<file path="config.mk">
export PLATFORM = sky130hd
export DESIGN_NAME = lc4_core
export DESIGN_NICKNAME = d
export VERILOG_FILES = /design/src/verilog/lc4_pkg.sv /design/src/verilog/lc4_regfile.sv /design/src/verilog/lc4_fetch.sv /design/src/verilog/lc4_decode.sv /design/src/verilog/lc4_execute.sv /design/src/verilog/lc4_mem_wb.sv /design/src/verilog/lc4_core.sv
export SDC_FILE = /design/constraint.sdc
export NUM_CORES = 1
export LEC_CHECK = 0
export BUFFER_PORTS_ARGS = -buffer_cell sky130_fd_sc_hd__buf_2
export CAP_MARGIN = 5
export CORE_ASPECT_RATIO = 0.75
export CORE_MARGIN = 10
export CORE_UTILIZATION = 56
export CTS_CLUSTER_SIZE = 10
export DETAILED_ROUTE_END_ITERATION = 16
export GPL_TIMING_DRIVEN = 1
export PLACE_DENSITY = 0.75
export SLEW_MARGIN = 20
export SYNTH_ARGS = -nofsm -noshare
export SYNTH_HDL_FRONTEND = slang
export SYNTH_SLANG_ARGS = --single-unit
</file>
<file path="constraint.sdc">
create_clock -name gwe -period 11.4 [get_ports gwe]
set_input_delay 1.14 -clock gwe [delete_from_list [all_inputs] [get_ports gwe]]
set_output_delay 1.14 -clock gwe [all_outputs]
set_load 0.05 [all_outputs]
</file>
<file path="src/verilog/lc4_pkg.sv">
//##################################################
// lc4 shared types: machine word, decoded ops and
// the structs carried between pipeline stages
//##################################################
`default_nettype none

package lc4_pkg;

   typedef logic [15:0] word_t;
   typedef logic [2:0]  reg_idx_t;
   // one-hot, n in bit 2, z in bit 1, p in bit 0
   typedef logic [2:0]  nzp_t;

   typedef enum logic [3:0] {
      OP_NOP,
      OP_BR,
      OP_ADD,
      OP_SUB,
      OP_ADDI,
      OP_AND,
      OP_OR,
      OP_XOR,
      OP_LDR,
      OP_STR,
      OP_CONST
   } op_e;

   // insn[15:12]
   typedef enum logic [3:0] {
      OPC_BR    = 4'b0000,
      OPC_ARITH = 4'b0001,
      OPC_LOGIC = 4'b0101,
      OPC_LDR   = 4'b0110,
      OPC_STR   = 4'b0111,
      OPC_CONST = 4'b1001
   } opcode_e;

   typedef struct packed {
      logic     valid;
      word_t    pc;
      word_t    insn;
      op_e      op;
      reg_idx_t rs_sel;
      reg_idx_t rt_sel;
      reg_idx_t wsel;
      word_t    rs_data;
      word_t    rt_data;
      logic     regfile_we;
      logic     reads_rs;
      logic     reads_rt;
      word_t    imm;
   } dx_t;

   typedef struct packed {
      logic     valid;
      word_t    pc;
      word_t    insn;
      op_e      op;
      word_t    result;
      word_t    store_data;
      reg_idx_t wsel;
      logic     regfile_we;
   } xm_t;

   typedef struct packed {
      logic     we;
      reg_idx_t wsel;
      word_t    data;
   } fwd_t;

   typedef struct packed {
      logic  we;
      word_t addr;
      word_t wdata;
   } dmem_req_t;

   typedef struct packed {
      logic     valid;
      word_t    pc;
      word_t    insn;
      logic     regfile_we;
      reg_idx_t wsel;
      word_t    wdata;
      logic     nzp_we;
      nzp_t     nzp;
      logic     mem_we;
      word_t    mem_addr;
      word_t    mem_data;
   } wb_trace_t;

   // condition code of a written value
   function automatic nzp_t nzp_of(input word_t w);
      if (w[15]) begin
         return 3'b100;
      end else if (w == '0) begin
         return 3'b010;
      end
      return 3'b001;
   endfunction

endpackage

`default_nettype wire

</file>
<file path="src/verilog/lc4_regfile.sv">
//##################################################
// lc4_regfile: 8 x 16-bit, 2 read, 1 write port
//##################################################
`default_nettype none

module lc4_regfile (
   input  logic              gwe,
   input  logic              i_rst_n,
   input  lc4_pkg::reg_idx_t i_rs,
   input  lc4_pkg::reg_idx_t i_rt,
   input  lc4_pkg::fwd_t     i_wr,
   output lc4_pkg::word_t    o_rs_data,
   output lc4_pkg::word_t    o_rt_data
);
   lc4_pkg::word_t regs [8];

   always_ff @(posedge gwe or negedge i_rst_n) begin
      if (!i_rst_n) begin
         for (int i = 0; i < 8; i++) begin
            regs[i] <= '0;
         end
      end else if (i_wr.we) begin
         regs[i_wr.wsel] <= i_wr.data;
      end
   end

   // write-through: same-cycle write shows on the read port
   assign o_rs_data = (i_wr.we && (i_wr.wsel == i_rs)) ? i_wr.data : regs[i_rs];
   assign o_rt_data = (i_wr.we && (i_wr.wsel == i_rt)) ? i_wr.data : regs[i_rt];

endmodule

`default_nettype wire

</file>
<file path="src/verilog/lc4_fetch.sv">
//##################################################
// lc4_fetch: pc, next-pc select, f/d register
//##################################################
`default_nettype none

module lc4_fetch #(
   parameter lc4_pkg::word_t RESET_PC = 16'h8200
) (
   input  logic           gwe,
   input  logic           i_rst_n,
   input  logic           i_stall,
   input  logic           i_redirect,
   input  lc4_pkg::word_t i_target,
   input  lc4_pkg::word_t i_insn,
   output lc4_pkg::word_t o_pc,
   output lc4_pkg::word_t o_fd_pc,
   output lc4_pkg::word_t o_fd_insn,
   output logic           o_fd_valid
);
   lc4_pkg::word_t pc_q;
   lc4_pkg::word_t next_pc;

   // redirect wins over stall
   assign next_pc = i_redirect ? i_target :
                    i_stall    ? pc_q     : pc_q + 16'd1;
   assign o_pc = pc_q;

   always_ff @(posedge gwe or negedge i_rst_n) begin
      if (!i_rst_n) begin
         pc_q <= RESET_PC;
      end else begin
         pc_q <= next_pc;
      end
   end

   // f/d valid is control, pc and insn are payload
   always_ff @(posedge gwe or negedge i_rst_n) begin
      if (!i_rst_n) begin
         o_fd_valid <= 1'b0;
      end else if (i_redirect) begin
         // younger insn in f is squashed
         o_fd_valid <= 1'b0;
      end else if (!i_stall) begin
         o_fd_valid <= 1'b1;
      end
   end

   always_ff @(posedge gwe) begin
      if (!i_stall) begin
         o_fd_pc   <= pc_q;
         o_fd_insn <= i_insn;
      end
   end

   // load in x and taken branch in x cannot coexist
   a_no_stall_redirect : assert property (@(posedge gwe) disable iff (!i_rst_n)
      !(i_stall && i_redirect));

endmodule

`default_nettype wire

</file>
<file path="src/verilog/lc4_decode.sv">
//##################################################
// lc4_decode: decoder, load-use stall, d/x register
//##################################################
`default_nettype none

module lc4_decode (
   input  logic              gwe,
   input  logic              i_rst_n,
   input  lc4_pkg::word_t    i_fd_pc,
   input  lc4_pkg::word_t    i_fd_insn,
   input  logic              i_fd_valid,
   input  logic              i_redirect,
   input  lc4_pkg::fwd_t     i_w_fwd,
   output logic              o_stall,
   output lc4_pkg::dx_t      o_dx
);
   lc4_pkg::opcode_e  opcode;
   lc4_pkg::op_e      op;
   lc4_pkg::reg_idx_t rs_sel;
   lc4_pkg::reg_idx_t rt_sel;
   lc4_pkg::word_t    rs_data;
   lc4_pkg::word_t    rt_data;
   lc4_pkg::word_t    imm;
   logic              reads_rs;
   logic              reads_rt;
   logic              writes;
   logic              x_load;
   logic              hazard;
   logic              dx_valid;

   assign opcode = lc4_pkg::opcode_e'(i_fd_insn[15:12]);
   assign rs_sel = i_fd_insn[8:6];
   // str takes its data register from the rd field
   assign rt_sel = (opcode == lc4_pkg::OPC_STR) ? i_fd_insn[11:9] : i_fd_insn[2:0];

   // opcode plus sub-op to op_e, anything else is a nop
   always_comb begin
      op = lc4_pkg::OP_NOP;
      case (opcode)
         lc4_pkg::OPC_BR:    op = lc4_pkg::OP_BR;
         lc4_pkg::OPC_ARITH: begin
            if (i_fd_insn[5]) begin
               op = lc4_pkg::OP_ADDI;
            end else if (i_fd_insn[4:3] == 2'b00) begin
               op = lc4_pkg::OP_ADD;
            end else if (i_fd_insn[4:3] == 2'b10) begin
               op = lc4_pkg::OP_SUB;
            end
         end
         lc4_pkg::OPC_LOGIC: begin
            // and-immediate and not fall through as nop
            case (i_fd_insn[5:3])
               3'b000:  op = lc4_pkg::OP_AND;
               3'b010:  op = lc4_pkg::OP_OR;
               3'b011:  op = lc4_pkg::OP_XOR;
               default: op = lc4_pkg::OP_NOP;
            endcase
         end
         lc4_pkg::OPC_LDR:   op = lc4_pkg::OP_LDR;
         lc4_pkg::OPC_STR:   op = lc4_pkg::OP_STR;
         lc4_pkg::OPC_CONST: op = lc4_pkg::OP_CONST;
         default:            op = lc4_pkg::OP_NOP;
      endcase
   end

   assign reads_rs = op inside {lc4_pkg::OP_ADD, lc4_pkg::OP_SUB, lc4_pkg::OP_ADDI,
                                lc4_pkg::OP_AND, lc4_pkg::OP_OR, lc4_pkg::OP_XOR,
                                lc4_pkg::OP_LDR, lc4_pkg::OP_STR};
   assign reads_rt = op inside {lc4_pkg::OP_ADD, lc4_pkg::OP_SUB, lc4_pkg::OP_AND,
                                lc4_pkg::OP_OR, lc4_pkg::OP_XOR, lc4_pkg::OP_STR};
   // only alu ops, const and ldr write a register
   assign writes = op inside {lc4_pkg::OP_ADD, lc4_pkg::OP_SUB, lc4_pkg::OP_ADDI,
                              lc4_pkg::OP_AND, lc4_pkg::OP_OR, lc4_pkg::OP_XOR,
                              lc4_pkg::OP_LDR, lc4_pkg::OP_CONST};

   // sign-extended immediate by format
   always_comb begin
      case (op)
         lc4_pkg::OP_BR,
         lc4_pkg::OP_CONST: imm = {{7{i_fd_insn[8]}}, i_fd_insn[8:0]};
         lc4_pkg::OP_ADDI:  imm = {{11{i_fd_insn[4]}}, i_fd_insn[4:0]};
         lc4_pkg::OP_LDR,
         lc4_pkg::OP_STR:   imm = {{10{i_fd_insn[5]}}, i_fd_insn[5:0]};
         default:           imm = '0;
      endcase
   end

   lc4_regfile u_regfile (
      .gwe       (gwe),
      .i_rst_n   (i_rst_n),
      .i_rs      (rs_sel),
      .i_rt      (rt_sel),
      .i_wr      (i_w_fwd),
      .o_rs_data (rs_data),
      .o_rt_data (rt_data)
   );

   // load in x whose result d needs next cycle
   assign x_load  = o_dx.valid && o_dx.regfile_we && (o_dx.op == lc4_pkg::OP_LDR);
   // branches also wait so the load nzp comes from w
   assign hazard  = (reads_rs && (rs_sel == o_dx.wsel)) ||
                    (reads_rt && (rt_sel == o_dx.wsel)) ||
                    (op == lc4_pkg::OP_BR);
   assign o_stall = i_fd_valid && x_load && hazard;

   // bubble on stall or on a taken branch in x
   assign dx_valid = i_fd_valid && !o_stall && !i_redirect;

   always_ff @(posedge gwe or negedge i_rst_n) begin
      if (!i_rst_n) begin
         o_dx <= '0;
      end else begin
         o_dx.valid      <= dx_valid;
         o_dx.pc         <= i_fd_pc;
         o_dx.insn       <= i_fd_insn;
         o_dx.op         <= op;
         o_dx.rs_sel     <= rs_sel;
         o_dx.rt_sel     <= rt_sel;
         o_dx.wsel       <= i_fd_insn[11:9];
         o_dx.rs_data    <= rs_data;
         o_dx.rt_data    <= rt_data;
         o_dx.regfile_we <= writes && dx_valid;
         o_dx.reads_rs   <= reads_rs;
         o_dx.reads_rt   <= reads_rt;
         o_dx.imm        <= imm;
      end
   end

   // str and br encodings never reach x as register writers
   a_no_we_str_br : assert property (@(posedge gwe) disable iff (!i_rst_n)
      o_dx.valid |-> !(o_dx.regfile_we &&
                       (o_dx.insn[15:12] inside {lc4_pkg::OPC_STR, lc4_pkg::OPC_BR})));

endmodule

`default_nettype wire

</file>
<file path="src/verilog/lc4_execute.sv">
//##################################################
// lc4_execute: bypass, alu, branch resolve, x/m reg
//##################################################
`default_nettype none

module lc4_execute (
   input  logic           gwe,
   input  logic           i_rst_n,
   input  lc4_pkg::dx_t   i_dx,
   input  lc4_pkg::fwd_t  i_m_fwd,
   input  lc4_pkg::fwd_t  i_w_fwd,
   input  lc4_pkg::nzp_t  i_nzp,
   output logic           o_redirect,
   output lc4_pkg::word_t o_target,
   output lc4_pkg::xm_t   o_xm
);
   lc4_pkg::word_t rs_val;
   lc4_pkg::word_t rt_val;
   lc4_pkg::word_t result;
   lc4_pkg::nzp_t  eff_nzp;

   // m before w before the register file value
   function automatic lc4_pkg::word_t bypass(
      input logic              used,
      input lc4_pkg::reg_idx_t sel,
      input lc4_pkg::word_t    rf_data,
      input lc4_pkg::fwd_t     m,
      input lc4_pkg::fwd_t     w
   );
      if (used && m.we && (m.wsel == sel)) begin
         return m.data;
      end else if (used && w.we && (w.wsel == sel)) begin
         return w.data;
      end
      return rf_data;
   endfunction

   assign rs_val = bypass(i_dx.reads_rs, i_dx.rs_sel, i_dx.rs_data, i_m_fwd, i_w_fwd);
   assign rt_val = bypass(i_dx.reads_rt, i_dx.rt_sel, i_dx.rt_data, i_m_fwd, i_w_fwd);

   always_comb begin
      case (i_dx.op)
         lc4_pkg::OP_ADD:   result = rs_val + rt_val;
         lc4_pkg::OP_SUB:   result = rs_val - rt_val;
         lc4_pkg::OP_AND:   result = rs_val & rt_val;
         lc4_pkg::OP_OR:    result = rs_val | rt_val;
         lc4_pkg::OP_XOR:   result = rs_val ^ rt_val;
         // addi and memory address share the adder form
         lc4_pkg::OP_ADDI,
         lc4_pkg::OP_LDR,
         lc4_pkg::OP_STR:   result = rs_val + i_dx.imm;
         lc4_pkg::OP_CONST: result = i_dx.imm;
         default:           result = '0;
      endcase
   end

   // nzp of the youngest older writer, else the committed code
   assign eff_nzp = i_m_fwd.we ? lc4_pkg::nzp_of(i_m_fwd.data) :
                    i_w_fwd.we ? lc4_pkg::nzp_of(i_w_fwd.data) : i_nzp;

   // taken when any requested condition bit matches
   assign o_redirect = i_dx.valid && (i_dx.op == lc4_pkg::OP_BR) &&
                       |(eff_nzp & i_dx.insn[11:9]);
   assign o_target   = i_dx.pc + 16'd1 + i_dx.imm;

   always_ff @(posedge gwe or negedge i_rst_n) begin
      if (!i_rst_n) begin
         o_xm <= '0;
      end else begin
         o_xm.valid      <= i_dx.valid;
         o_xm.pc         <= i_dx.pc;
         o_xm.insn       <= i_dx.insn;
         o_xm.op         <= i_dx.op;
         o_xm.result     <= result;
         // forwarded rt is the store data
         o_xm.store_data <= rt_val;
         o_xm.wsel       <= i_dx.wsel;
         o_xm.regfile_we <= i_dx.regfile_we;
      end
   end

   // only a br encoding that writes no register may redirect
   a_redirect_br : assert property (@(posedge gwe) disable iff (!i_rst_n)
      o_redirect |-> ((i_dx.insn[15:12] == lc4_pkg::OPC_BR) && !i_dx.regfile_we));

endmodule

`default_nettype wire

</file>
<file path="src/verilog/lc4_mem_wb.sv">
//##################################################
// lc4_mem_wb: dmem request, m/w reg, nzp and trace
//##################################################
`default_nettype none

module lc4_mem_wb (
   input  logic               gwe,
   input  logic               i_rst_n,
   input  lc4_pkg::xm_t       i_xm,
   input  lc4_pkg::word_t     i_dmem_rdata,
   output lc4_pkg::dmem_req_t o_dmem_req,
   output lc4_pkg::fwd_t      o_m_fwd,
   output lc4_pkg::fwd_t      o_w_fwd,
   output lc4_pkg::nzp_t      o_nzp,
   output lc4_pkg::wb_trace_t o_trace
);
   logic               is_load;
   logic               is_store;
   lc4_pkg::word_t     wdata;
   lc4_pkg::wb_trace_t mw_d;
   lc4_pkg::wb_trace_t mw_q;
   lc4_pkg::nzp_t      nzp_q;

   assign is_load  = i_xm.valid && (i_xm.op == lc4_pkg::OP_LDR);
   assign is_store = i_xm.valid && (i_xm.op == lc4_pkg::OP_STR);

   // address is the alu result, write lands on the next edge
   assign o_dmem_req = '{we: is_store, addr: i_xm.result, wdata: i_xm.store_data};

   // load data is not ready in time for x, so m skips loads
   assign o_m_fwd = '{we: i_xm.regfile_we && !is_load, wsel: i_xm.wsel, data: i_xm.result};

   assign wdata = is_load ? i_dmem_rdata : i_xm.result;

   always_comb begin
      mw_d.valid      = i_xm.valid;
      mw_d.pc         = i_xm.pc;
      mw_d.insn       = i_xm.insn;
      mw_d.regfile_we = i_xm.regfile_we;
      mw_d.wsel       = i_xm.wsel;
      mw_d.wdata      = wdata;
      // every register write also sets nzp
      mw_d.nzp_we     = i_xm.regfile_we;
      mw_d.nzp        = lc4_pkg::nzp_of(wdata);
      mw_d.mem_we     = is_store;
      mw_d.mem_addr   = (is_load || is_store) ? i_xm.result : '0;
      mw_d.mem_data   = is_store ? i_xm.store_data :
                        is_load  ? i_dmem_rdata    : '0;
   end

   always_ff @(posedge gwe or negedge i_rst_n) begin
      if (!i_rst_n) begin
         mw_q <= '0;
      end else begin
         mw_q <= mw_d;
      end
   end

   // committed condition code, written as w retires
   always_ff @(posedge gwe or negedge i_rst_n) begin
      if (!i_rst_n) begin
         nzp_q <= '0;
      end else if (mw_q.nzp_we) begin
         nzp_q <= mw_q.nzp;
      end
   end

   assign o_w_fwd = '{we: mw_q.regfile_we, wsel: mw_q.wsel, data: mw_q.wdata};
   assign o_nzp   = nzp_q;
   assign o_trace = mw_q;

   // a store request only comes from a str encoding that writes no register
   a_store_insn : assert property (@(posedge gwe) disable iff (!i_rst_n)
      o_dmem_req.we |-> ((i_xm.insn[15:12] == lc4_pkg::OPC_STR) && !i_xm.regfile_we));

endmodule

`default_nettype wire

</file>
<file path="src/verilog/lc4_core.sv">
//##################################################
// lc4_core: five-stage pipelined lc4 subset core
//##################################################
`default_nettype none

module lc4_core #(
   parameter lc4_pkg::word_t RESET_PC = 16'h8200
) (
   input  logic                gwe,
   input  logic                i_rst_n,
   output lc4_pkg::word_t      o_imem_addr,
   input  lc4_pkg::word_t      i_imem_insn,
   output lc4_pkg::dmem_req_t  o_dmem_req,
   input  lc4_pkg::word_t      i_dmem_rdata,
   output lc4_pkg::wb_trace_t  o_trace
);
   // f/d stage
   lc4_pkg::word_t fd_pc;
   lc4_pkg::word_t fd_insn;
   logic           fd_valid;
   // control back to fetch
   logic           stall;
   logic           redirect;
   lc4_pkg::word_t target;
   // stage registers and bypass sources
   lc4_pkg::dx_t   dx;
   lc4_pkg::xm_t   xm;
   lc4_pkg::fwd_t  m_fwd;
   lc4_pkg::fwd_t  w_fwd;
   lc4_pkg::nzp_t  nzp;

   lc4_fetch #(.RESET_PC(RESET_PC)) u_fetch (
      .gwe        (gwe),
      .i_rst_n    (i_rst_n),
      .i_stall    (stall),
      .i_redirect (redirect),
      .i_target   (target),
      .i_insn     (i_imem_insn),
      .o_pc       (o_imem_addr),
      .o_fd_pc    (fd_pc),
      .o_fd_insn  (fd_insn),
      .o_fd_valid (fd_valid)
   );

   lc4_decode u_decode (
      .gwe        (gwe),
      .i_rst_n    (i_rst_n),
      .i_fd_pc    (fd_pc),
      .i_fd_insn  (fd_insn),
      .i_fd_valid (fd_valid),
      .i_redirect (redirect),
      .i_w_fwd    (w_fwd),
      .o_stall    (stall),
      .o_dx       (dx)
   );

   lc4_execute u_execute (
      .gwe        (gwe),
      .i_rst_n    (i_rst_n),
      .i_dx       (dx),
      .i_m_fwd    (m_fwd),
      .i_w_fwd    (w_fwd),
      .i_nzp      (nzp),
      .o_redirect (redirect),
      .o_target   (target),
      .o_xm       (xm)
   );

   lc4_mem_wb u_mem_wb (
      .gwe          (gwe),
      .i_rst_n      (i_rst_n),
      .i_xm         (xm),
      .i_dmem_rdata (i_dmem_rdata),
      .o_dmem_req   (o_dmem_req),
      .o_m_fwd      (m_fwd),
      .o_w_fwd      (w_fwd),
      .o_nzp        (nzp),
      .o_trace      (o_trace)
   );

endmodule

`default_nettype wire

</file>
After elaboration in Yosys (flattened, before gate mapping)
Index checks and enable logic that the tools add are counted.

Add/subtract/negate cells: 6. Order comparisons: 4. Multipliers: 0. Mux-type cells: 54. Eq/ne operators: 39. Div/mod/pow operators: 0. Reduce and logical (&&, ||, !) cells: 44. Shift operators: 0. Bitwise logic cells: 7.

Operators with widths (number): two-way mux 16 bit (19); bitwise mux 128 bit (1); one-hot mux 16 bit (7 select lines) (1); binary-select mux 16 bit (select 3 bit) (2); adder 16 bit (3); demux 16 bit (select 3 bit) (1); zero test 16 bit (3); one-hot mux 16 bit (3 select lines) (1); == test 4 x 3 -> 1 bit (second input constant) (11); == test 4 bit (second input constant) (9); two-way mux 3 bit (12); adder 16 x 1 -> 16 bit (second input constant) (2); logical AND 1 bit (25); == test 3 bit (8); one-hot mux 4 bit (6 select lines) (1); AND 16 bit (1); == test 4 x 2 -> 1 bit (second input constant) (4); OR 16 bit (1); nonzero test 8 bit (2); subtractor 16 bit (1); XOR 16 bit (1); == test 4 x 1 -> 1 bit (second input constant) (3); >= comparator 4 bit (second input constant) (3); two-way mux 1 bit (12); 17 further kinds (27).

Bits in writable memories: 0. Bits in latches: 0. Logic and storage cells: 198. Bits of input ports: 34. ROM bits: 0. Memories kept: 0. Output and inout port bits: 139. Bits in registers: 439.

Logic depth before layout (Yosys ltp)
Gate-level depths: netlist of run 1.

Depth after elaboration: 15. Mapped depth: 23. Depth with buffers taken out: 20.

By module
A second synthesis of run 1 with hierarchy kept.

Cell total of the unflattened synthesis: 1656. Area, all modules: 21576.9 um^2.

Modules (own cells, without submodules): lc4_regfile (seq. area each 3203.1 um^2, times used 1, area an instance 7533.5 um^2, cells each 452); lc4_execute (seq. area each 1826.8 um^2, times used 1, area an instance 5688.0 um^2, cells each 628); lc4_mem_wb (seq. area each 2277.2 um^2, times used 1, area an instance 3599.7 um^2, cells each 258); lc4_decode (seq. area each 2102.0 um^2, times used 1, area an instance 2845.2 um^2, cells each 184); lc4_fetch (seq. area each 1388.8 um^2, times used 1, area an instance 1910.6 um^2, cells each 134).

Worst setup path before layout of run 1
No wires, ideal clock.

Path type: register -> register. From: register, netlist name u_mem_wb.o_trace[68]. To: register u_execute.o_xm[34] (netlist name). Stages on the path, launching flop included: 22. Required time: 11.305 ns. Arrival: 4.612 ns. Path buffers: 2. Setup slack: 6.692 ns. Clock period less this slack: 4.708 ns. Cells stage by stage: dfrtp_1 > xor2_1 > nor4_4 > buf_6 > buf_2 > mux2i_1 > nor2_1 > a21oi_1 > xor2_1 > nor2_1 > a221oi_1 > fa_1 > nor2b_1 > o21ai_0 > a21oi_1 > o21ai_0 > a21oi_1 > o21a_1 > o311a_1 > o211a_1 > o21a_1 > o31ai_1.

RTL lines: end: declaration (RTL line lc4_execute.sv:15) `output lc4_pkg::xm_t o_xm`.

==> results of run 1 <==
-- routing by layer --
metal | track usage [%] | vias to the layer above | routed length (um)
met1 | 37.0 | 7502 | 25000
met5 | 0 | - | 0
met3 | 6.43 | 82 | 5930
met4 | 6.09 | 0 | 1040
li1 | - | 6555 | -
met2 | 37.8 | 687 | 24800
-- worst paths after layout --
| path | from | to | slack, ns | cells past startpoint |
|---|---|---|---|---|
| setup reg to reg | u_mem_wb.o_trace[68]$_DFF_PN0_ | u_execute.o_xm[34]$_DFF_PN0_ | 6.06 | 20 |
| hold reg to reg | u_execute.o_xm[44]$_DFF_PN0_ | u_mem_wb.o_trace[61]$_DFF_PN0_ | 0.34 | 0 |
| hold / removal | u_execute.o_xm[44]$_DFF_PN0_ | u_mem_wb.o_trace[61]$_DFF_PN0_ | 0.34 | 0 |
| max in group asynchronous | i_rst_n | u_execute.o_xm[29]$_DFF_PN0_ | 9.16 | 2 |
| min in group asynchronous | i_rst_n | u_decode.u_regfile.regs[49]$_DFFE_PN0P_ | 0.64 | 1 |
| setup / recovery | u_mem_wb.o_trace[68]$_DFF_PN0_ | u_execute.o_xm[34]$_DFF_PN0_ | 6.06 | 20 |
-- placed cells by master (no fill, tap or decap), types with 30 or more instances in the layout --
cell type	netlist	final
buf_4	38	31
edfxtp_1	32	32
mux2_2	151	151
inv_1	49	49
nand3_1	48	48
mux2i_1	66	63
nor2_1	98	96
dfrtp_1	385	385
o21ai_0	72	72
mux4_2	32	32
a21oi_1	93	93
clkbuf_16	0	47
buf_2	5	171
and3_1	30	30
xnor2_1	40	40
ha_1	61	61
nand2_1	202	201
-- worst register-to-register path: cells and delay by family, from the launching register on --
| kind | cells | cell delay [ns] |
|---|---|---|
| AOI/OAI and AO/OA | 11 | 2.64 |
| DFF | 1 | 0.78 |
| and+or+nand+nor | 4 | 0.49 |
| xor gates and xnor gates | 2 | 0.40 |
| buffers and inverters | 1 | 0.36 |
| adders and majority gates | 1 | 0.30 |
| muxes | 1 | 0.25 |
-- power groups by stage --
stage	Sequential, mW	Combinational (mW)	Clock, mW
3_3_place_gp	2.08	1.25	0
4_1_cts	2.08	1.29	1.35
3_5_place_dp	2.10	1.28	0
2_1_floorplan	2.24	0.750	0
6_report	2.09	1.29	1.32
5_1_grt	2.13	1.39	1.41
-- cells by family after synthesis --
| group | after synthesis | share of synthesized area, % |
|---|---|---|
| AO/OA/AOI/OAI | 295 | 9.12 |
| XOR/XNOR | 59 | 2.56 |
| buffers and inverters | 193 | 4.42 |
| flip-flops | 419 | 52.1 |
| multiplexers | 259 | 15.9 |
| AND/OR/NAND/NOR | 510 | 12.1 |
| adder cells (fa/ha/maj) | 63 | 3.93 |
-- area by class of cell --
cell class                 instances  area [um^2]
clock inverter                     3         55.1
timing repair buffer             205         1130
fill                            2750        13100
tap                              465          582
clock buffer                      62         1230
inverter                          51          191
multi-input combinational       1186         9000
sequential                       419        10600
-- state kept, by name (all words and copies together), names as in the netlist --
register                 flops
u_fetch.o_fd_valid           1
u_decode.u_regfile.regs    128
u_execute.o_xm              70
u_fetch.o_pc                16
u_fetch.o_fd_insn           16
u_decode.o_dx               84
u_mem_wb.o_nzp               3
u_mem_wb.o_trace            85
u_fetch.o_fd_pc             16
==> impl_metrics.yaml, run 1 <==
routing:
  drt_iter0_markers: 1645
  avgRoutedWirePerCell_um: 23.7
  post-route-drc-count: 0
  wl_um: 56800
  post_drt_via_cell_ratio: 6.20
  ant_nets: 0
  firstDrtPassIters: 6
  vias: 14826
critical_path:
  critPathTopFamily: "compound AO/OA/AOI/OAI gates"
  crit_chain: "xor2_1 > nor4_4 > buf_4 > mux2i_1 > nor2_1 > a21oi_1 > xor2_1 > nor2_1 > a221oi_1 > fa_1 > nor2b_1 > o21ai_0 > a21oi_1 > o21ai_0 > a21oi_1 > o21a_1 > o311a_1 > o211a_1 > o21a_1 > o31ai_1"
  start_kind: "register"
  crit_path_max_incr_delay_ns: 0.78
  worst-path-buf-inv: 1
  worst_ep_required_time_ns: 11.87
  critical_path.slowest_cell: "dfrtp_1"
  cp_common_cell: "a21oi_1"
  crit_path_max_fanout: 21
  cp.arrival_ns: 5.82
  criticalPathCategory: "register to register"
  endpoint_kind: "register"
power:
  power_mw: 4.70
  internal_power_mw: 3.01
  power.density_nw_per_um2: 206
  net-switching-power_mw: 1.69
  clkPwrFrac_pct: 28.1
  p_comb_share_pct: 27.5
  power.leakage_nw: 10.8
  seqPwrFrac_pct: 44.4
  peakVddDrop_mv: 0.124
  switching_share_pct: 35.9
place:
  placed_area_um2: 21500
  hpwl_um: 39000
  place_congestion: 0.946
  dp_slack_ns: 6.17
  io_buffers: 172
  placed_cells: 2324
synth:
  syn_nets: 1895
  synth_top_area_share_pct: 47.1
  yosys-top-cells-area: "dfrtp_1, mux2_2, edfxtp_1, ha_1, nand2_1"
  netlist_instances: 1798
  yosys_warnings: 0
  seq_area_frac_synth_pct: 52.1
  synth_edf_count: 32
  ys_seq_elements: 419
  async_reset_ff_share_pct: 92.4
  yosys.area.top_type: "dfrtp_1"
  synthesis.area_um2: 20500
  ys_types: 85
  avgSynthCellArea_um2: 11.4
  synth_common_cells: "dfrtp_1, nand2_1, mux2_2"
  synth_ff_type: "dfrtp_1"
  synth_most_common_cell: "dfrtp_1"
cts:
  cts_hold_repair.buffers: 0
  cts.sinks: 419
  cts_setup_buffers: 0
  clockBufferDepth: 3
  clk_pin_slew_worst_paths_ns: 0.06
  clock_latency_ns: 0.57
  cts_tree: "yes"
  htreeDepth: 2
  cts-root-buf: "clkbuf_16"
  cts_buffers: 47
  postCtsResizedCells: 0
global_route:
  grt_overflow: 0
  grt_pass1_wl_um: 87200
  antenna_found_initial: 2
  grt_use_total_pct: 25.5
  grt_max_degree: 126
  first_global_vias: 14756
sta:
  slew_headroom_pct: 26.9
  skew_ns: 0.0247
  period_share_pct: 46.9
  setup_tns_ns: 0
  setup_ws_ns: 6.06
  fmax_mhz: 187
  setup_viol: 0
  rsz0062_at_grt: "no"
  hold_viol_final: 0
  finalMaxSlewViolations: 0
  fin_crit_ns: 5.34
  tightest_slew_ns: 1.09
  whs_ns: 0.344
die:
  coreArea_um2: 36000
  die_y_um: 186
  ios: 173
  start_util_pct: 56.9
  dieWidth_um: 241
  row_count: 60
  die_area_um2: 44600
final_layout:
  finalNonFillerCells: 2391
  n_antenna_cell: 0
  final_area_um2: 22800
  nets: 2007
  drive_gt1_share_pct: 25.4
  final_util_pct: 63.5
  area_growth_pct: 11.7
flow_run:
  drv_cap: 0
min_path:
  hold_class: "register to register"
run_status:
  status: "completed"
Power figures use the tool's default switching activity.
==> run 2: changes to the inputs <==
- CORE_UTILIZATION: 56 -> 54
- PLACE_DENSITY: 0.75 -> 0.76
- clock period: 11.4 -> 4.4 ns (I/O delays scaled with it)
==> impl_metrics.yaml, run 2 (same netlist as run 1, synthesis figures left out) <==
place:
  place_congestion: 0.963
  placed_area_um2: 22000
  dp_slack_ns: 0.0592
  io_buffers: 172
  placed_cells: 2406
  hpwl_um: 40500
die:
  dieWidth_um: 245
  coreArea_um2: 37200
  start_util_pct: 54.9
  die_area_um2: 46100
  ios: 173
  die_y_um: 189
  row_count: 61
global_route:
  grt_use_total_pct: 25.2
  use_met1_pct: 36.3
  grt_max_degree: 119
  grt-busiest-layer: "met1"
  first_global_vias: 15235
  grt_use_met3_pct: 7.65
  antenna_found_initial: 1
  use_met2_pct: 35.8
  grt_overflow: 0
  grt_pass1_wl_um: 90800
sta:
  slew_headroom_pct: 24.1
  fmax_mhz: 238
  finalMaxSlewViolations: 0
  tightest_slew_ns: 1.12
  period_share_pct: 95.4
  hold_viol_final: 0
  skew_ns: 0.0255
  setup_viol: 0
  whs_ns: 0.0291
  fin_crit_ns: 4.20
  setup_ws_ns: 0.201
critical_path:
  crit_path_max_incr_delay_ns: 0.43
  worstReg2RegEnd: "u_execute.o_xm[34]$_DFF_PN0_"
  criticalPathCategory: "register to register"
  worst-path-buf-inv: 3
  endpoint_kind: "register"
  critical_path.slowest_cell: "dfrtp_2"
  cp.arrival_ns: 4.68
  r2r_cells: 18
  r2r_start: "u_mem_wb.o_trace[68]$_DFF_PN0_"
  endpoint: "u_execute.o_xm[34]$_DFF_PN0_"
  crit_path_max_fanout: 9
  r2r_setup_slack_ns: 0.20
  crit_cells: 18
  worst_ep_required_time_ns: 4.88
  critPathTopFamily: "compound AO/OA/AOI/OAI gates"
  setup.worst_path.start: "u_mem_wb.o_trace[68]$_DFF_PN0_"
  start_kind: "register"
  crit_chain: "xor2_1 > nor4_4 > buf_6 > buf_4 > buf_4 > mux2i_1 > nor2_1 > a21oi_1 > nand3_1 > a211o_1 > nand2_1 > ha_1 > a21o_1 > o21a_1 > o311a_1 > o211a_1 > o21a_1 > o31ai_1"
routing:
  avgRoutedWirePerCell_um: 23.7
  vias: 15009
  post_drt_via_cell_ratio: 6.04
  ant_nets: 0
  post-route-drc-count: 0
  drt_iter0_markers: 1513
  wl_um: 58800
  firstDrtPassIters: 6
cts:
  clockBufferDepth: 3
  clk_pin_slew_worst_paths_ns: 0.06
  cts_tree: "yes"
  cts_buffers: 48
  clock_latency_ns: 0.58
  cts.sinks: 419
  htreeDepth: 2
  cts-root-buf: "clkbuf_16"
final_layout:
  n_fill_cell: 2900
  final_cell_mix: "dfrtp_1, nand2_1, buf_2, mux2_2, nor2_1"
  n_antenna_cell: 0
  finalNonFillerCells: 2485
  largest-register: "u_decode.u_regfile.regs"
  largest_reg_flops: 128
  nets: 2058
  final_area_um2: 23500
  area_growth_pct: 14.7
  final_common_cell: "dfrtp_1"
  drive_gt1_share_pct: 28.2
power:
  peakVddDrop_mv: 0.328
  power.leakage_nw: 11.1
  power.density_nw_per_um2: 531
run_status:
  status: "completed"
flow_run:
  drv_cap: 0
min_path:
  hold_class: "primary input to register"
==> run 2: final cells by class <==
type	instances	area [um^2]	area share, %
repair buffers	255	1570	6.67
flip-flops and latches	419	10700	45.4
clock inverters	5	82.6	0.352
multi-input cells	1186	9070	38.7
clock buffers	65	1260	5.39
inverters	51	191	0.816
well taps	504	631	2.69
==> run 2: worst min path at each step <==
stage          slack (ns)                    startpoint                         endpoint  cells past startpoint
2_1_floorplan        0.14                       i_rst_n       u_decode.o_dx[0]$_DFF_PN0_                      0
3_3_place_gp         0.33  u_fetch.o_fd_pc[1]$_DFFE_PN_      u_decode.o_dx[81]$_DFF_PN0_                      0
3_5_place_dp         0.33  u_execute.o_xm[57]$_DFF_PN0_   u_mem_wb.o_trace[74]$_DFF_PN0_                      0
4_1_cts              0.02               i_imem_insn[13]  u_fetch.o_fd_insn[13]$_DFFE_PN_                      1
5_1_grt              0.02               i_imem_insn[13]  u_fetch.o_fd_insn[13]$_DFFE_PN_                      1
6_report             0.03               i_imem_insn[13]  u_fetch.o_fd_insn[13]$_DFFE_PN_                      1
==> run 2: stage by stage <==
stage | total power, mW | util [%] | setup TNS [ns]
finish | 12.5 | 63.0 | 0
global route | 13.0 | 63.0 | -0.00868
CTS | 12.4 | 62.6 | 0
detailed placement | 8.85 | 59.0 | 0
global placement | 8.74 | 59.0 | 0
floorplan | 7.75 | - | 0
==> run 2: what timing repair did <==
| item | 4_1_cts | 5_1_grt |
|---|---|---|
| buffers inserted | 0 | 6 |
| hold buffers | 1 | 0 |
| setup endpoints to repair | 0 | 4 |
| resized for setup | 0 | 15 |
| hold endpoints to repair | 81 | 0 |
==> run 2: where the power goes <==
group,leakage [nW],internal (mW),switching (mW)
registers,5.32,4.70,0.666
logic,5.11,1.24,2.27
clock network,0.647,2.05,1.53
==> run 2: per-layer routing <==
layer  part of all wire [%]  wire length [um]  vias up
li1                       -                 -     6658
met1                     44             25700     7477
met2                     43             25200      755
met3                     11              6450      119
met4                    2.6              1540        0
met5                      0                 0        -
==> run 3: changes to the inputs <==
- RECOVER_POWER: unset -> 100
==> impl_metrics.yaml, run 3 (same netlist as run 1, synthesis figures left out) <==
cts:
  cts.sinks: 419
  cts-root-buf: "clkbuf_16"
  cts_tree: "yes"
  clock_latency_ns: 0.59
  clockBufferDepth: 3
  clk_pin_slew_worst_paths_ns: 0.06
  cts_buffers: 48
  htreeDepth: 2
place:
  hpwl_um: 40500
  io_buffers: 172
  place_congestion: 0.963
  dp_slack_ns: 0.0592
power:
  net-switching-power_mw: 4.47
  power.density_nw_per_um2: 536
  switching_share_pct: 36.1
  power_mw: 12.4
  clkPwrFrac_pct: 28.9
  internal_power_mw: 7.90
  seqPwrFrac_pct: 43.4
  power.leakage_nw: 10.5
  p_comb_share_pct: 27.6
  peakVddDrop_mv: 0.328
final_layout:
  final_cell_mix: "dfrtp_1, nand2_1, clkbuf_1, mux2_2, nor2_1"
  nets: 2058
  drive_gt1_share_pct: 18.9
  area_growth_pct: 12.8
  final_common_cell: "dfrtp_1"
  largest-register: "u_decode.u_regfile.regs"
  final_util_pct: 61.9
  largest_reg_flops: 128
sta:
  slew_headroom_pct: -84.9
  finalMaxSlewViolations: 338
  setup_ws_ns: 0.0798
  skew_ns: 0.0286
  period_share_pct: 98.2
  fin_crit_ns: 4.32
  tightest_slew_ns: 2.77
  setup_viol: 0
  fmax_mhz: 231
  hold_viol_final: 0
  setup_tns_ns: 0
die:
  dieWidth_um: 245
  die_y_um: 189
  ios: 173
  die_area_um2: 46100
  row_count: 61
  coreArea_um2: 37200
  start_util_pct: 54.9
run_status:
  status: "complete, but fails checks"
  violations: "capacitance limit, slew limit"
routing:
  highest_layer: "met4"
  firstDrtPassIters: 6
  avgRoutedWirePerCell_um: 23.8
  post-route-drc-count: 0
  vias: 15096
  ant_nets: 0
  post_drt_via_cell_ratio: 6.07
  wl_met3_um: 6080
  wl_met1_um: 26200
  wl_um: 59100
  drt_iter0_markers: 1592
  wl_met2_um: 25400
critical_path:
  crit_chain: "clkbuf_1 > nor2_1 > clkbuf_1 > mux2_2 > nor4_1 > and4_1 > nor2_1"
  crit_path_max_incr_delay_ns: 1.26
  worst-path-buf-inv: 2
  criticalPathCategory: "register to register"
  r2r_start: "u_execute.o_xm[36]$_DFF_PN0_"
  critical_path.slowest_cell: "clkbuf_1"
  endpoint_kind: "register"
  critPathTopFamily: "buffers and inverters"
  crit_cells: 7
  crit_path_max_fanout: 18
  start_kind: "register"
  worstReg2RegEnd: "u_mem_wb.o_trace[33]$_DFF_PN0_"
  worst_ep_required_time_ns: 4.84
  r2r_setup_slack_ns: 0.08
  cp.arrival_ns: 4.76
  r2r_cells: 7
min_path:
  worstHoldStart: "i_imem_insn[13]"
  min_to: "u_fetch.o_fd_insn[13]$_DFFE_PN_"
  hold_depth: 1
  hold_class: "primary input to register"
global_route:
  antenna_found_initial: 2
  first_global_vias: 15235
  grt_use_total_pct: 25.2
  grt_pass1_wl_um: 90800
  grt_overflow: 0
  grt_max_degree: 119
flow_run:
  drv_cap: 9
run 3: changes by cell type in the layout (fill, tap and decap cells not counted), moves of 3 or more:
cell / before / now
and2_0: 1 / 16
and2_1: 21 / 6
buf_2: 171 / 32
buf_4: 74 / 53
clkbuf_1: 17 / 176
clkbuf_2: 0 / 3
clkbuf_4: 0 / 4
mux2_1: 2 / 15
mux2_2: 151 / 138
mux2i_1: 63 / 67
run 3: worst max path at each step:
stage	from	end	slack, ns
after floorplan	u_mem_wb.o_trace[66]$_DFF_PN0_	u_execute.o_xm[34]$_DFF_PN0_	0.01
after global placement	u_mem_wb.o_trace[68]$_DFF_PN0_	u_execute.o_xm[34]$_DFF_PN0_	0.15
after detailed placement	u_execute.o_xm[38]$_DFF_PN0_	u_execute.o_xm[34]$_DFF_PN0_	0.06
after CTS	u_execute.o_xm[38]$_DFF_PN0_	u_execute.o_xm[34]$_DFF_PN0_	0.02
after global routing	u_mem_wb.o_trace[68]$_DFF_PN0_	u_execute.o_xm[35]$_DFF_PN0_	-0.007
final	u_execute.o_xm[36]$_DFF_PN0_	u_mem_wb.o_trace[33]$_DFF_PN0_	0.08
run 3: through the flow:
stage	area, um^2	hold slack (ns)	cells
after floorplan	20500	0.144	1798
after global placement	22000	0.331	2405
after detailed placement	22000	0.335	2406
after CTS	23300	0.0166	2477
after global routing	23100	0.0167	2485
final	23100	0.0250	2487
run 3: repair_timing:
item                                   4_1_cts  5_1_grt
hold buffers                                 1        0
setup endpoints to repair                    0        4
resized for setup                            0       15
endpoints found under the hold margin       81        0
setup buffers                                0        6
run 3: power by group through the flow:
stage	logic (mW)	clock network, mW	registers [mW]
floorplan	1.95	0	5.80
global placement	3.40	0	5.34
detailed placement	3.45	0	5.40
CTS	3.48	3.62	5.34
global route	3.69	3.79	5.45
finish	3.41	3.58	5.37
run 3: final cells by class:
type                       count  area (um^2)
fill                        3023        14200
sequential                   419        10700
multi-input combinational   1186         8990
clock buffer                  65         1260
timing repair buffer         255         1260
tap                          504          631
inverter                      51          191
clock inverter                 5         82.6
antenna                        2         5.00
run 3: routing by layer:
| layer | track usage (%) | vias up |
|---|---|---|
| met5 | 0 | - |
| met4 | 7.77 | 0 |
| met3 | 7.65 | 112 |
| met2 | 35.8 | 732 |
| met1 | 36.3 | 7599 |
| li1 | - | 6653 |
